==> src/design/lsuPkg.sv <==
// shared widths, constants and types of the load unit, imported by every RTL module and the testbench
`default_nettype none

package lsuPkg;

    // load lanes, one per address generator
    localparam int numLanes = 2;

    // cache associativity
    localparam int numWays = 4;

    // byte address width
    localparam int addrWidth = 32;

    // low address bits that index the cache table
    localparam int idxLen = 12;

    // log2 of the line size in bytes
    localparam int lineSizeE = 4;

    // load identifier width
    localparam int idWidth = 6;

    // full byte address
    typedef logic [addrWidth-1:0] addr_t;

    // line tag, the address bits above the table index
    typedef logic [addrWidth-idxLen-1:0] tag_t;

    // cache-table index
    typedef logic [idxLen-1:0] index_t;

    // way number within a set
    typedef logic [$clog2(numWays)-1:0] way_t;

    // lane number, also used for requester numbers
    typedef logic [$clog2(numLanes)-1:0] lane_t;

    // load identifier returned with results and acknowledges
    typedef logic [idWidth-1:0] loadId_t;

    // one loaded data word
    typedef logic [31:0] data_t;

    // kind of miss sent to the refill side
    // conflict misses are never forwarded, the load is reissued instead
    typedef enum logic [1:0] {
        missRegular,
        missNoEvict,
        missConflict
    } missType_e;

endpackage

`default_nettype wire

==> src/design/loadIssue.sv <==
// load issue stage, spreads requesters over the lanes in rotating order and sends cache-table reads
`timescale 1ns/10ps
`default_nettype none

module loadIssue (
    input  logic              clk,
    input  logic              rst,

    // one request per address generator
    input  logic              reqValid[lsuPkg::numLanes],
    input  lsuPkg::addr_t     reqAddr[lsuPkg::numLanes],
    input  lsuPkg::loadId_t   reqId[lsuPkg::numLanes],

    // cache busy level per lane, sampled when the load issues
    input  logic              cacheBusy[lsuPkg::numLanes],

    // load handed to each lane
    output logic              laneValid[lsuPkg::numLanes],
    output lsuPkg::addr_t     laneAddr[lsuPkg::numLanes],
    output lsuPkg::loadId_t   laneId[lsuPkg::numLanes],
    output logic              issueBusy[lsuPkg::numLanes],

    // cache-table read per lane
    output logic              ctRe[lsuPkg::numLanes],
    output lsuPkg::index_t    ctIdx[lsuPkg::numLanes]
);

    import lsuPkg::*;

    // requester that the first lane serves this cycle
    lane_t startIdx;

    // requester served by each lane
    lane_t laneReq[numLanes];

    // rotate by one every cycle so both lanes see the same pressure
    always_ff @(posedge clk) begin
        if (rst) begin
            startIdx <= '0;
        end else if (startIdx == lane_t'(numLanes - 1)) begin
            startIdx <= '0;
        end else begin
            startIdx <= startIdx + 1'b1;
        end
    end

    always_comb begin
        for (int i = 0; i < numLanes; i++) begin
            laneReq[i] = lane_t'((int'(startIdx) + i) % numLanes);
        end
    end

    // the read goes out in the same cycle the request is taken
    always_comb begin
        for (int i = 0; i < numLanes; i++) begin
            laneValid[i] = reqValid[laneReq[i]];
            laneAddr[i]  = reqAddr[laneReq[i]];
            laneId[i]    = reqId[laneReq[i]];
            ctRe[i]      = reqValid[laneReq[i]];
            ctIdx[i]     = reqAddr[laneReq[i]][idxLen-1:0];
            // a busy cache does not stall, the lane reports a conflict later
            issueBusy[i] = reqValid[laneReq[i]] && cacheBusy[i];
        end
    end

endmodule

`default_nettype wire

==> src/design/loadLane.sv <==
// one load lane, a two-stage delay line that checks the cache-table result and forms hits or misses
`timescale 1ns/10ps
`default_nettype none

module loadLane (
    input  logic              clk,
    input  logic              rst,

    // load from the issue stage
    input  logic              inValid,
    input  lsuPkg::addr_t     inAddr,
    input  lsuPkg::loadId_t   inId,
    input  logic              inBusy,

    // cache-table result, arrives while the load sits in stage one
    input  logic              ctTagValid[lsuPkg::numWays],
    input  lsuPkg::tag_t      ctTag[lsuPkg::numWays],
    input  lsuPkg::way_t      victimWay,
    input  lsuPkg::data_t     ctData[lsuPkg::numWays],

    // outcome of the load
    output logic              outValid,
    output lsuPkg::loadId_t   outId,
    output lsuPkg::addr_t     outAddr,
    output logic              outHit,
    output lsuPkg::data_t     outData,
    output logic              outMiss,
    output lsuPkg::missType_e outMissType,
    output lsuPkg::addr_t     outWriteAddr,
    output lsuPkg::way_t      outWay
);

    import lsuPkg::*;

    // stage zero, waiting for the table read
    logic    s0Valid;
    addr_t   s0Addr;
    loadId_t s0Id;
    logic    s0Busy;

    // stage one, table result is present
    logic    s1Valid;
    addr_t   s1Addr;
    loadId_t s1Id;
    logic    s1Busy;

    // tag compare
    tag_t                 loadTag;
    logic [numWays-1:0]   hitVec;
    logic                 anyHit;
    way_t                 hitWay;

    always_ff @(posedge clk) begin
        if (rst) begin
            s0Valid <= 1'b0;
            s1Valid <= 1'b0;
        end else begin
            s0Valid <= inValid;
            s1Valid <= s0Valid;
        end
    end

    // payload moves along with the valids
    always_ff @(posedge clk) begin
        s0Addr <= inAddr;
        s0Id   <= inId;
        s0Busy <= inBusy;
        s1Addr <= s0Addr;
        s1Id   <= s0Id;
        s1Busy <= s0Busy;
    end

    assign loadTag = s1Addr[addrWidth-1:idxLen];

    always_comb begin
        anyHit = 1'b0;
        hitWay = '0;
        for (int w = 0; w < numWays; w++) begin
            hitVec[w] = ctTagValid[w] && (ctTag[w] == loadTag);
            if (hitVec[w]) begin
                anyHit = 1'b1;
                hitWay = way_t'(w);
            end
        end
    end

    // busy at issue wins over a hit, the load must be reissued
    always_comb begin
        outHit  = s1Valid && !s1Busy && anyHit;
        outMiss = s1Valid && (s1Busy || !anyHit);
        if (s1Busy) begin
            outMissType = missConflict;
        end else if (!ctTagValid[victimWay]) begin
            outMissType = missNoEvict;
        end else begin
            outMissType = missRegular;
        end
    end

    assign outValid     = s1Valid;
    assign outId        = s1Id;
    assign outAddr      = s1Addr;
    assign outData      = ctData[hitWay];
    // line that the refill evicts
    assign outWriteAddr = {ctTag[victimWay], s1Addr[idxLen-1:0]};
    assign outWay       = anyHit ? hitWay : victimWay;

    // the table never holds the same line in two ways
    assert property (@(posedge clk) disable iff (rst)
        s1Valid |-> $onehot0(hitVec));

endmodule

`default_nettype wire

==> src/design/loadUnit.sv <==
// top level of the load unit, connects issue stage, load lanes and miss arbiter
`timescale 1ns/10ps
`default_nettype none

module loadUnit (
    input  logic              clk,
    input  logic              rst,

    // requests from the address generators
    input  logic              reqValid[lsuPkg::numLanes],
    input  lsuPkg::addr_t     reqAddr[lsuPkg::numLanes],
    input  lsuPkg::loadId_t   reqId[lsuPkg::numLanes],

    // cache table
    output logic              ctRe[lsuPkg::numLanes],
    output lsuPkg::index_t    ctIdx[lsuPkg::numLanes],
    input  logic              ctTagValid[lsuPkg::numLanes][lsuPkg::numWays],
    input  lsuPkg::tag_t      ctTag[lsuPkg::numLanes][lsuPkg::numWays],
    input  lsuPkg::way_t      victimWay[lsuPkg::numLanes],
    input  lsuPkg::data_t     ctData[lsuPkg::numLanes][lsuPkg::numWays],
    input  logic              cacheBusy[lsuPkg::numLanes],

    // refill side
    output logic              missValid,
    output lsuPkg::missType_e missType,
    output lsuPkg::addr_t     missAddr,
    output lsuPkg::addr_t     missWriteAddr,
    output lsuPkg::way_t      missWay,
    input  logic              missReady,

    // results and acknowledges
    output logic              resValid[lsuPkg::numLanes],
    output lsuPkg::loadId_t   resId[lsuPkg::numLanes],
    output lsuPkg::data_t     resData[lsuPkg::numLanes],
    output logic              ackFail[lsuPkg::numLanes],
    output lsuPkg::loadId_t   ackId[lsuPkg::numLanes],
    output lsuPkg::addr_t     ackAddr[lsuPkg::numLanes]
);

    import lsuPkg::*;

    // issue stage to lanes
    logic      issueValid[numLanes];
    addr_t     issueAddr[numLanes];
    loadId_t   issueId[numLanes];
    logic      issueBusy[numLanes];

    // lanes to arbiter
    logic      laneValid[numLanes];
    loadId_t   laneId[numLanes];
    addr_t     laneAddr[numLanes];
    logic      laneHit[numLanes];
    data_t     laneData[numLanes];
    logic      laneMiss[numLanes];
    missType_e laneMissType[numLanes];
    addr_t     laneWriteAddr[numLanes];
    way_t      laneWay[numLanes];

    loadIssue issue (
        .clk(clk), .rst(rst),
        .reqValid(reqValid), .reqAddr(reqAddr), .reqId(reqId), .cacheBusy(cacheBusy),
        .laneValid(issueValid), .laneAddr(issueAddr), .laneId(issueId),
        .issueBusy(issueBusy), .ctRe(ctRe), .ctIdx(ctIdx)
    );

    for (genvar i = 0; i < numLanes; i++) begin : genLane
        loadLane lane (
            .clk(clk), .rst(rst),
            .inValid(issueValid[i]), .inAddr(issueAddr[i]), .inId(issueId[i]),
            .inBusy(issueBusy[i]),
            .ctTagValid(ctTagValid[i]), .ctTag(ctTag[i]), .victimWay(victimWay[i]),
            .ctData(ctData[i]),
            .outValid(laneValid[i]), .outId(laneId[i]), .outAddr(laneAddr[i]),
            .outHit(laneHit[i]), .outData(laneData[i]), .outMiss(laneMiss[i]),
            .outMissType(laneMissType[i]), .outWriteAddr(laneWriteAddr[i]),
            .outWay(laneWay[i])
        );
    end

    missArbiter arbiter (
        .laneValid(laneValid), .laneId(laneId), .laneAddr(laneAddr), .laneHit(laneHit),
        .laneData(laneData), .laneMiss(laneMiss), .laneMissType(laneMissType),
        .laneWriteAddr(laneWriteAddr), .laneWay(laneWay),
        .missReady(missReady), .missValid(missValid), .missType(missType),
        .missAddr(missAddr), .missWriteAddr(missWriteAddr), .missWay(missWay),
        .resValid(resValid), .resId(resId), .resData(resData),
        .ackFail(ackFail), .ackId(ackId), .ackAddr(ackAddr)
    );

endmodule

`default_nettype wire

==> src/design/missArbiter.sv <==
// miss arbiter, forwards one miss to the refill side and turns lane outcomes into results and acks
`timescale 1ns/10ps
`default_nettype none

module missArbiter (
    // lane outcomes
    input  logic              laneValid[lsuPkg::numLanes],
    input  lsuPkg::loadId_t   laneId[lsuPkg::numLanes],
    input  lsuPkg::addr_t     laneAddr[lsuPkg::numLanes],
    input  logic              laneHit[lsuPkg::numLanes],
    input  lsuPkg::data_t     laneData[lsuPkg::numLanes],
    input  logic              laneMiss[lsuPkg::numLanes],
    input  lsuPkg::missType_e laneMissType[lsuPkg::numLanes],
    input  lsuPkg::addr_t     laneWriteAddr[lsuPkg::numLanes],
    input  lsuPkg::way_t      laneWay[lsuPkg::numLanes],

    // refill side
    input  logic              missReady,
    output logic              missValid,
    output lsuPkg::missType_e missType,
    output lsuPkg::addr_t     missAddr,
    output lsuPkg::addr_t     missWriteAddr,
    output lsuPkg::way_t      missWay,

    // per-lane results and acknowledges
    output logic              resValid[lsuPkg::numLanes],
    output lsuPkg::loadId_t   resId[lsuPkg::numLanes],
    output lsuPkg::data_t     resData[lsuPkg::numLanes],
    output logic              ackFail[lsuPkg::numLanes],
    output lsuPkg::loadId_t   ackId[lsuPkg::numLanes],
    output lsuPkg::addr_t     ackAddr[lsuPkg::numLanes]
);

    import lsuPkg::*;

    // lane whose miss drives the miss output
    logic [numLanes-1:0] forward;

    always_comb begin
        missValid     = 1'b0;
        missType      = missRegular;
        missAddr      = '0;
        missWriteAddr = '0;
        missWay       = '0;

        // lowest lane with a forwardable miss wins
        for (int i = 0; i < numLanes; i++) begin
            forward[i] = 1'b0;
            if (!missValid && laneValid[i] && laneMiss[i] && laneMissType[i] != missConflict) begin
                forward[i]    = 1'b1;
                missValid     = 1'b1;
                missType      = laneMissType[i];
                missAddr      = laneAddr[i];
                missWriteAddr = laneWriteAddr[i];
                missWay       = laneWay[i];
            end
        end

        for (int i = 0; i < numLanes; i++) begin
            resValid[i] = laneValid[i] && laneHit[i];
            resId[i]    = laneId[i];
            resData[i]  = laneData[i];
            // an accepted miss waits for the refill, anything else is reissued
            ackFail[i]  = laneValid[i] && laneMiss[i] && !(forward[i] && missReady);
            ackId[i]    = laneId[i];
            ackAddr[i]  = laneAddr[i];
            assert (!(resValid[i] && ackFail[i]));
        end
    end

endmodule

`default_nettype wire

==> config.mk <==
export PLATFORM = sky130hd
export DESIGN_NAME = loadUnit
export DESIGN_NICKNAME = d
export VERILOG_FILES = /design/src/design/lsuPkg.sv /design/src/design/loadIssue.sv /design/src/design/loadLane.sv /design/src/design/loadUnit.sv /design/src/design/missArbiter.sv
export SDC_FILE = /design/constraint.sdc
export NUM_CORES = 1
export LEC_CHECK = 0
export ABC_CLOCK_PERIOD_IN_PS = 2000
export BUFFER_PORTS_ARGS = -buffer_cell sky130_fd_sc_hd__buf_2
export CELL_PAD_IN_SITES_DETAIL_PLACEMENT = 1
export CELL_PAD_IN_SITES_GLOBAL_PLACEMENT = 2
export CORE_AREA = 3 3 292 294
export CTS_CLUSTER_DIAMETER = 80
export DETAILED_ROUTE_END_ITERATION = 10
export DIE_AREA = 0 0 295 297
export GPL_ROUTABILITY_DRIVEN = 1
export PLACE_DENSITY_LB_ADDON = 0.1
export SYNTH_ARGS = -nofsm -noshare
export SYNTH_HDL_FRONTEND = slang
export SYNTH_SLANG_ARGS = --single-unit
==> constraint.sdc <==
create_clock -name clk -period 2 [get_ports clk]
set_input_delay 0 -clock clk [delete_from_list [all_inputs] [get_ports clk]]
set_output_delay 0 -clock clk [all_outputs]
set_load 0.05 [all_outputs]
==> flow_metrics.py, run 1 <==
metrics = {
    "synthesis": {
        "synth_area_um2": 10300,
        "ys_warn_count": 0,
        "synth-simple-area-share_pct": 8.86,
        "synth_top_cell_by_area": "dfxtp_1",
        "yosys-mux-area-fraction_pct": 27.5,
        "async_reset_ff_share_pct": 0,
        "ys_top_cells_by_count": "dfxtp_1, xnor2_1, mux2_2",
        "syn_inst": 1000,
        "synth_top_family_by_area": "multiplexers",
        "yosys.area.top_type_share_pct": 31.4,
        "ys_seq_elements": 161,
        "avgSynthCellArea_um2": 10.3,
        "synthAdderAreaFrac_pct": 0,
        "synth_xor_area_share_pct": 14.1,
        "synth_area_leaders": "dfxtp_1, mux2_2, xnor2_1, mux4_2, mux2i_1",
        "ys_seq_area_share_pct": 31.4,
        "ys_types": 43,
        "synthesis.nets": 1511,
        "synth_flop_cell": "dfxtp_1",
        "synthMostInstantiatedCell": "dfxtp_1",
        "synth_edf_count": 0,
        "synth_compound_area_share_pct": 10.2,
    },
    "power": {
        "power_frac_clock_pct": 27.9,
        "p_seq_share_pct": 29.2,
        "p_switching_w": 0.00502,
        "sw_frac_of_total_pct": 38.8,
        "p_total_w": 0.0129,
        "p_int_w": 0.00791,
        "peakVddDrop_v": 0.000590,
        "combPwrFrac_pct": 42.8,
        "powerDensity_nw_per_um2": 569,
        "p_leak_nw": 10.1,
    },
    "sta": {
        "skew_ns": 0.0140,
        "hold_violations": 0,
        "fin_hold_ws_ns": 0.306,
        "fmaxAchievable_mhz": 332,
        "setup_ws_ns": -1.02,
        "setup_viol": 136,
        "drv_slew": 0,
        "rsz0062_at_grt": "yes",
        "tightest_slew_ns": 0.563,
        "slew_headroom_pct": 62.5,
        "period_share_pct": 151,
        "period_needed_ns": 3.02,
    },
    "global_route": {
        "grt_pass1_vias": 13761,
        "grt_max_degree": 40,
        "grt_overflow": 0,
        "grt_pass1_wl_um": 114000,
        "grt_use_total_pct": 18.9,
        "antenna_found_initial": 55,
    },
    "layout": {
        "stdcell_count": 3111,
        "area_growth_pct": 121,
        "drive_gt1_share_pct": 73.1,
        "nets": 2514,
    },
    "floorplanning": {
        "rows": 106,
        "die-area_um2": 87600,
        "coreArea_um2": 83200,
        "initial_utilization_pct": 12.4,
        "dieWidth_um": 295,
        "die_h_um": 297,
        "io_pins": 762,
    },
    "outcome": {
        "violations": "negative setup slack",
        "status": "complete, but fails checks",
    },
    "setup_path": {
        "worstPathRequired_ns": 2.00,
        "arrival_ns": 3.02,
        "cp-start-kind": "register",
        "cp_max_fo": 5,
        "path_class": "register to primary output",
        "crit_path_end_kind": "primary output",
    },
    "routing": {
        "firstDrtPassIters": 4,
        "drt_iter0_drc": 358,
        "totalWireLength_um": 88100,
        "wire_per_inst_um": 28.3,
        "via_per_inst": 3.95,
        "antenna_left": 0,
        "drc": 0,
        "vias": 12295,
    },
    "placed_design": {
        "port_buffers": 760,
        "placed_cells_incl_taps": 2901,
        "place_hpwl_um": 72800,
        "gp_congestion": 0.810,
    },
    "clock_tree": {
        "insertion_delay_ns": 0.46,
        "cts_tree": "yes",
        "htree_levels": 4,
        "path_clk_slew_ns": 0.08,
        "cts_root_buffer": "clkbuf_16",
        "clockBufferDepth": 2,
        "cts_buffers": 17,
        "cts.sinks": 161,
    },
    "min_path": {
        "hold_class": "primary input to register",
    },
    "run": {
        "cap_violations": 0,
    },
}
[final timing paths]
| check | startpoint | end | slack [ns] | cells after the start |
|---|---|---|---|---|
| setup / recovery | genLane[1].lane.outAddr[29] | missAddr[28] | -1.02 | 13 |
| hold / removal | rst | issue.startIdx | 0.31 | 3 |
| setup reg to reg | issue.startIdx | genLane[1].lane.s0Addr[9] | 0.13 | 3 |
| hold reg to reg | genLane[1].lane.s0Addr[21] | genLane[1].lane.outAddr[21] | 0.31 | 0 |
[cell usage in the layout (no fill, tap or decap), drive strengths merged, types with 46 or more instances in the layout]
cell,instances
nand4,46
a22o,54
xnor2,118
a21oi,64
dfxtp,161
mux2,108
mux2i,66
dlygate4sd3,120
buf,1002
[worst max-delay path, stage by stage, from the launching register on]
cell and delay [ns]:
dfxtp_4 0.44, buf_8 0.15, xnor2_4 0.12, nand4_1 0.12, nor4_2 0.36, buf_4 0.17
nand4b_1 0.19, nand4_4 0.15, nor2_4 0.05, buf_6 0.13, buf_12 0.13, clkbuf_16 0.16
a22o_4 0.23, buf_12 0.14
[repair_timing]
| item | 4_1_cts | 5_1_grt |
|---|---|---|
| cloned | 12 | 6 |
| hold endpoints to repair | 83 | 0 |
| pin swaps | 60 | 54 |
| setup buffers | 18 | 18 |
| hold buffers | 120 | 0 |
| resized for setup | 340 | 134 |
| endpoints found under the setup margin | 136 | 136 |
[power by group through the flow]
stage / clock network [W] / logic, W / registers (W)
floorplan: 0 / 0.00236 / 0.00414
global placement: 0 / 0.00479 / 0.00384
detailed placement: 0 / 0.00478 / 0.00385
CTS: 0.00374 / 0.00543 / 0.00378
global route: 0.00386 / 0.00580 / 0.00382
finish: 0.00361 / 0.00554 / 0.00378
[per-layer routing]
layer  up-vias  track usage, %  routed length (um)
li1       5652               -                   -
met1      5953            19.2               31400
met2       515            35.6               46400
met3       129            7.34                7750
met4        46            5.36                2280
met5         -               0                 282
[flip-flops by register name, indices dropped and copies added, names as in the netlist]
signal                 flops
genLane.lane.outAddr      64
genLane.lane.s0Addr       64
genLane.lane.outId        12
genLane.lane.s0Id         12
genLane.lane.outValid      2
genLane.lane.s0Busy        2
genLane.lane.s0Valid       2
genLane.lane.s1Busy        2
issue.startIdx             1
[cell families after synthesis]
logic type             after synthesis
flip-flops                         161
buffers and inverters              147
AO/OA/AOI/OAI                      156
XOR/XNOR                           160
other                                1
multiplexers                       216
AND/OR/NAND/NOR                    159
[area by class of cell]
class | count | area (um2)
Multi-Input combinational cell | 692 | 8340
Fill cell | 9342 | 60500
Sequential cell | 161 | 3360
Clock buffer | 20 | 478
Inverter | 3 | 11.3
Tap cell | 1080 | 1350
Antenna cell | 15 | 37.5
Timing Repair Buffer | 1128 | 8960
Clock inverter | 12 | 151
[stage by stage]
stage	setup TNS [ns]	utilization (%)	area, um2	setup slack [ns]
finish	-123.57	27.3	22700	-1.02
floorplan	-33.83	-	11600	-0.374
detailed placement	-92.69	21.6	18000	-0.903
CTS	-142.73	26.2	21800	-1.17
global placement	-94.10	21.6	18000	-0.894
global route	-142.56	27.3	22700	-1.17
Power figures use the tool's default switching activity.
==> inputs of run 2 (changes only) <==
==> constraint.sdc (replaced) <==
create_clock -name clk -period 2 [get_ports clk]
set_input_delay 0.1 -clock clk [delete_from_list [all_inputs] [get_ports clk]]
set_output_delay 0.1 -clock clk [all_outputs]
set_load 0.05 [all_outputs]
==> run 2 against run 1 <==
  * The run still ends with negative setup slack left
  * Critical endpoint is now missWriteAddr[14]
  * Routed wire length fell by 3.2%
  * Fmax fell by 4.4%
  * Largest cell class unchanged
  * Cell count is 1.0% higher
  * Die area unchanged
  * Non-clock buffer count grew 23
  * Worst setup slack worse by 0.14 ns
==> flow_metrics.py, run 2 (same netlist as run 1, synthesis figures left out) <==
metrics = {
    "outcome": {
        "status": "complete, but fails checks",
        "violations": "negative setup slack",
    },
    "setup_path": {
        "r2r_start": "issue.startIdx",
        "worstPathRequired_ns": 1.90,
        "cp-start-kind": "register",
        "crit_slowest_cell": "dfxtp_4",
        "reg2reg_depth": 4,
        "r2r_slack_ns": 0.16,
        "cp_max_fo": 7,
        "crit_buf_inv": 6,
        "cp_cell_sequence": "buf_4 > xor2_2 > nor4_4 > nand4_1 > o22ai_4 > nor4_4 > buf_12 > nor2_4 > buf_12 > buf_12 > buf_16 > a22o_4 > buf_12",
        "timing.rr.end": "genLane[1].lane.s0Addr[12]",
        "crit_top_cell": "buf_12",
        "path_delay_family": "simple AND/OR/NAND/NOR gates",
        "crit_path_end_kind": "primary output",
        "path_class": "register to primary output",
        "max_stage_delay_ns": 0.38,
        "arrival_ns": 3.06,
    },
    "global_route": {
        "antenna_found_initial": 70,
        "grt_pass1_vias": 13762,
        "grt_pass1_wl_um": 113000,
        "grt_overflow": 0,
        "grt_max_degree": 33,
        "grt_use_total_pct": 18.8,
    },
    "clock_tree": {
        "path_clk_slew_ns": 0.09,
        "cts_buffers": 17,
        "cts_root_buffer": "clkbuf_16",
        "htree_levels": 4,
        "insertion_delay_ns": 0.46,
        "clockBufferDepth": 2,
        "cts.sinks": 161,
        "cts_tree": "yes",
    },
    "sta": {
        "tightest_slew_ns": 0.588,
        "fmaxAchievable_mhz": 317,
        "skew_ns": 0.0136,
        "rsz0062_at_grt": "yes",
        "period_share_pct": 158,
        "slew_headroom_pct": 60.8,
        "hold_violations": 0,
        "setup_viol": 136,
        "period_needed_ns": 3.16,
        "setup_ws_ns": -1.16,
        "drv_slew": 0,
    },
    "floorplanning": {
        "coreArea_um2": 83200,
        "dieWidth_um": 295,
        "io_pins": 762,
        "rows": 106,
        "die-area_um2": 87600,
        "initial_utilization_pct": 12.4,
        "die_h_um": 297,
    },
    "power": {
        "p_leak_nw": 10.5,
        "peakVddDrop_v": 0.000586,
        "powerDensity_nw_per_um2": 554,
    },
    "routing": {
        "wire_per_inst_um": 27.2,
        "vias": 12443,
        "antenna_left": 0,
        "via_per_inst": 3.96,
        "totalWireLength_um": 85300,
        "firstDrtPassIters": 4,
        "drc": 0,
        "drt_iter0_drc": 307,
    },
    "layout": {
        "final_common_cell": "buf_2",
        "drive_gt1_share_pct": 75.6,
        "final_cell_mix": "buf_2, buf_4, dfxtp_1, dlygate4sd3_1, buf_6",
        "multi_input_area_um2": 8920,
        "area_growth_pct": 129,
        "register_area_um2": 3370,
        "nets": 2537,
        "post-route-util_pct": 28.3,
        "fill_cells": 9392,
        "stdcell_count": 3142,
    },
    "run": {
        "cap_violations": 0,
    },
    "min_path": {
        "whs_endpoint": "genLane[0].lane.outAddr[11]",
        "hold_class": "register to register",
        "min_path_cells": 0,
        "hp-start": "genLane[0].lane.s0Addr[11]",
    },
    "placed_design": {
        "placed_cells_incl_taps": 2921,
        "place_hpwl_um": 70700,
        "gp_congestion": 0.781,
        "dp_slack_ns": -1.03,
        "port_buffers": 760,
    },
}
run 2: cell count changes in the layout (fill, tap and decap cells not counted), moves of 12 or more:
cell | before | now
a21oi_1 | 31 | 14
buf_12 | 71 | 59
buf_8 | 24 | 51
a21oi_2 | 1 | 17
nor2_4 | 3 | 27
mux2_2 | 94 | 76
buf_4 | 183 | 198
mux2_4 | 14 | 32
nor2_1 | 30 | 12
run 2: metrics by stage:
stage	setup TNS, ns	area (um2)	hold slack (ns)	total power [W]
final	-139.09	23500	0.320	0.0130
after global routing	-157.65	23500	0.323	0.0136
after CTS	-154.98	22200	0.322	0.0130
after detailed placement	-118.79	18000	0.313	0.00865
after global placement	-115.88	18000	0.310	0.00865
after floorplan	-47.30	11600	0.167	0.00649
run 2: worst max path at each step:
| stage | startpoint | endpoint | slack [ns] | cells after the start |
|---|---|---|---|---|
| floorplan | genLane[0].lane.outAddr[12] | missWriteAddr[10] | -0.47 | 10 |
| global placement | genLane[0].lane.outAddr[13] | missWriteAddr[5] | -1.01 | 7 |
| detailed placement | genLane[0].lane.outAddr[13] | missAddr[18] | -1.03 | 8 |
| CTS | genLane[0].lane.outAddr[30] | missWriteAddr[10] | -1.28 | 13 |
| global route | genLane[0].lane.outAddr[16] | missWriteAddr[14] | -1.29 | 14 |
| finish | genLane[0].lane.outAddr[19] | missWriteAddr[14] | -1.16 | 13 |
run 2: layer usage:
| metal | share of wire (%) | up-vias | track usage [%] |
|---|---|---|---|
| li1 | - | 5717 | - |
| met4 | 2.4 | 64 | 5.43 |
| met5 | 0.49 | - | 0 |
| met2 | 54 | 510 | 35.4 |
| met3 | 8.0 | 133 | 6.61 |
| met1 | 36 | 6019 | 19.3 |
run 2: cell type report:
| type | instances | share of cell area, % |
|---|---|---|
| Timing Repair Buffer | 1151 | 39.1 |
| Multi-Input combinational cell | 692 | 37.9 |
| Sequential cell | 161 | 14.3 |
| Tap cell | 1080 | 5.75 |
| Clock buffer | 17 | 1.81 |
| Clock inverter | 15 | 0.803 |
| Antenna cell | 23 | 0.245 |
| Inverter | 3 | 0.0479 |
run 2: what timing repair did:
item,4_1_cts,5_1_grt
setup buffers,25,11
endpoints found under the hold margin,83,0
pin swaps,48,69
gates cloned,16,3
gates resized for setup,362,290
setup endpoints to repair,160,136
hold buffers,119,0
run 2: power by group:
group / switching (W) / internal, W
sequential: 0.000310 / 0.00349
clock: 0.00173 / 0.00181
combinational: 0.00309 / 0.00260
run 2: worst reg2reg max path, cell delays in order (launching register included):
cell           delay (ns)
dfxtp_4              0.42
buf_12               0.20
buf_4                0.21
mux2_2               0.34
dlygate4sd3_1        0.56
==> inputs of run 3 (changes only) <==
==> constraint.sdc (replaced) <==
create_clock -name clk -period 2 [get_ports clk]
set_input_delay 0.5 -clock clk [delete_from_list [all_inputs] [get_ports clk]]
set_output_delay 0.5 -clock clk [all_outputs]
set_load 0.05 [all_outputs]
==> run 3 against run 2 <==
  * The run still ends with negative setup slack left
  * Non-clock buffer count down 59
  * Final area is 2.2% lower
  * Combinational power about the same
  * Critical path depth fell by 1
  * Routed wire length decreased by 0.84%
  * Clock power down 3%
  * Count of clock-buffer cells in the layout grew 1
  * Sequential power hardly changed
  * Largest power group unchanged
  * Global-route usage fell by 0.23 points
  * Worst setup slack worse by 0.50 ns
  * Register-to-register slack gained 0.02 ns
==> flow_metrics.py, run 3 (same netlist as run 1, synthesis figures left out) <==
metrics = {
    "outcome": {
        "status": "complete, but fails checks",
        "violations": "negative setup slack",
    },
    "sta": {
        "drv_slew": 0,
        "setup_ws_ns": -1.65,
        "period_share_pct": 183,
        "tightest_slew_ns": 0.537,
        "setup_viol": 162,
        "fin_hold_ws_ns": 0.240,
        "skew_ns": 0.0128,
        "fmaxAchievable_mhz": 274,
        "rsz0062_at_grt": "yes",
        "period_needed_ns": 3.65,
        "slew_headroom_pct": 63.9,
        "hold_violations": 0,
    },
    "power": {
        "sw_frac_of_total_pct": 39.1,
        "power_frac_clock_pct": 26.6,
        "combPwrFrac_pct": 44.2,
        "p_leak_nw": 10.5,
        "p_switching_w": 0.00506,
        "peakVddDrop_v": 0.000636,
        "p_int_w": 0.00786,
        "p_total_w": 0.0129,
        "p_seq_share_pct": 29.2,
        "powerDensity_nw_per_um2": 562,
    },
    "setup_path": {
        "worstPathRequired_ns": 1.50,
        "cp_cell_sequence": "buf_6 > xnor2_4 > nand4_1 > or4_4 > o22ai_4 > nor4_4 > buf_4 > nor2_4 > buf_12 > clkbuf_16 > a22o_4 > buf_6",
        "crit_top_cell": "buf_6",
        "cp_max_fo": 6,
        "arrival_ns": 3.15,
        "cp-start-kind": "register",
        "path_delay_family": "simple AND/OR/NAND/NOR gates",
        "max_stage_delay_ns": 0.55,
        "crit_slowest_cell": "or4_4",
        "crit_buf_inv": 5,
        "path_class": "register to primary output",
        "crit_path_end_kind": "primary output",
    },
    "clock_tree": {
        "cts_tree": "yes",
        "insertion_delay_ns": 0.48,
        "cts_hold_buf": 0,
        "clockBufferDepth": 2,
        "path_clk_slew_ns": 0.07,
        "cts.sinks": 161,
        "htree_levels": 4,
        "cts_root_buffer": "clkbuf_16",
        "cts_buffers": 17,
    },
    "global_route": {
        "grt_use_total_pct": 18.6,
        "antenna_found_initial": 60,
        "grt_max_degree": 32,
        "grt_pass1_wl_um": 111000,
        "grt_overflow": 0,
        "grt_pass1_vias": 13369,
    },
    "layout": {
        "final_cell_mix": "buf_2, buf_4, dfxtp_1, buf_8, buf_6",
        "final_common_cell": "buf_2",
        "fill_cells": 9301,
        "area_growth_pct": 124,
        "post-route-util_pct": 27.6,
        "drive_gt1_share_pct": 78.1,
        "nets": 2478,
    },
    "floorplanning": {
        "initial_utilization_pct": 12.4,
        "die_h_um": 297,
        "coreArea_um2": 83200,
        "die-area_um2": 87600,
        "rows": 106,
        "dieWidth_um": 295,
        "io_pins": 762,
    },
    "run": {
        "cap_violations": 0,
    },
    "routing": {
        "wire_per_inst_um": 27.5,
        "drt_iter0_drc": 321,
        "firstDrtPassIters": 4,
        "totalWireLength_um": 84600,
        "antenna_left": 0,
        "via_per_inst": 3.93,
        "drc": 0,
        "vias": 12099,
    },
    "placed_design": {
        "gp_congestion": 0.810,
        "place_hpwl_um": 69400,
        "dp_slack_ns": -1.69,
        "port_buffers": 760,
    },
    "min_path": {
        "hold_class": "primary input to register",
    },
}
## run 3: changes by cell type in the layout (fill, tap and decap cells not counted), sizes merged
cell         previous run  this run
bufinv                  1         0
clkbuf                 22        25
inv                    11        13
dlygate4sd3           119         0
buf                  1026      1084
clkinv                  6         4
diode                  23        20
## run 3: worst register-to-register path, delay by kind of cell (launching register included)
| family | cells | cell delay [ns] |
|---|---|---|
| buffers and inverters | 5 | 0.84 |
| DFF | 1 | 0.44 |
| muxes | 1 | 0.43 |
## run 3: metrics by stage
step	setup TNS (ns)	cell area, um2	cells
detailed placement	-204.98	18300	2945
finish	-209.20	23000	3080
floorplan	-101.62	11600	1000
global route	-229.05	23000	3068
CTS	-231.29	21900	3046
global placement	-209.14	18300	2945
## run 3: layout make-up
cell class / instances / area, um2 / share of cell area (%)
Inverter: 3 / 11.3 / 0.0490
Tap cell: 1080 / 1350 / 5.88
Sequential cell: 161 / 3370 / 14.7
Antenna cell: 20 / 50.0 / 0.218
Clock buffer: 18 / 450 / 1.96
Clock inverter: 14 / 154 / 0.669
Multi-Input combinational cell: 692 / 8610 / 37.4
Timing Repair Buffer: 1092 / 9000 / 39.1
## run 3: what timing repair did
item	4_1_cts	5_1_grt
setup buffers	48	22
cloned	21	7
resized for setup	473	188
pin swaps	84	72
setup endpoints to repair	162	163
## run 3: worst paths after layout
path                                      end  slack (ns)                   startpoint  cells after the start
hold reg to reg   genLane[1].lane.outAddr[25]        0.31   genLane[1].lane.s0Addr[25]                      0
setup / recovery             missWriteAddr[5]       -1.65  genLane[0].lane.outAddr[16]                     12
hold / removal         genLane[0].lane.s0Busy        0.24                 cacheBusy[1]                      2
setup reg to reg   genLane[0].lane.s0Addr[30]        0.18               issue.startIdx                      6
## run 3: power groups by stage
stage	combinational (W)	sequential (W)	clock, W
after floorplan	0.00236	0.00414	0
after global placement	0.00483	0.00385	0
after detailed placement	0.00483	0.00386	0
after CTS	0.00554	0.00379	0.00362
after global routing	0.00600	0.00381	0.00374
final	0.00571	0.00377	0.00344
## run 3: routing by layer
| metal | GRT usage [%] | part of all wire [%] | vias to the layer above | wire (um) |
|---|---|---|---|---|
| li1 | - | - | 5590 | - |
| met3 | 7.68 | 9.4 | 119 | 7990 |
| met4 | 5.10 | 2.4 | 58 | 2040 |
| met5 | 0 | 0.45 | - | 384 |
| met1 | 19.2 | 35 | 5831 | 29900 |
| met2 | 34.1 | 52 | 501 | 44300 |
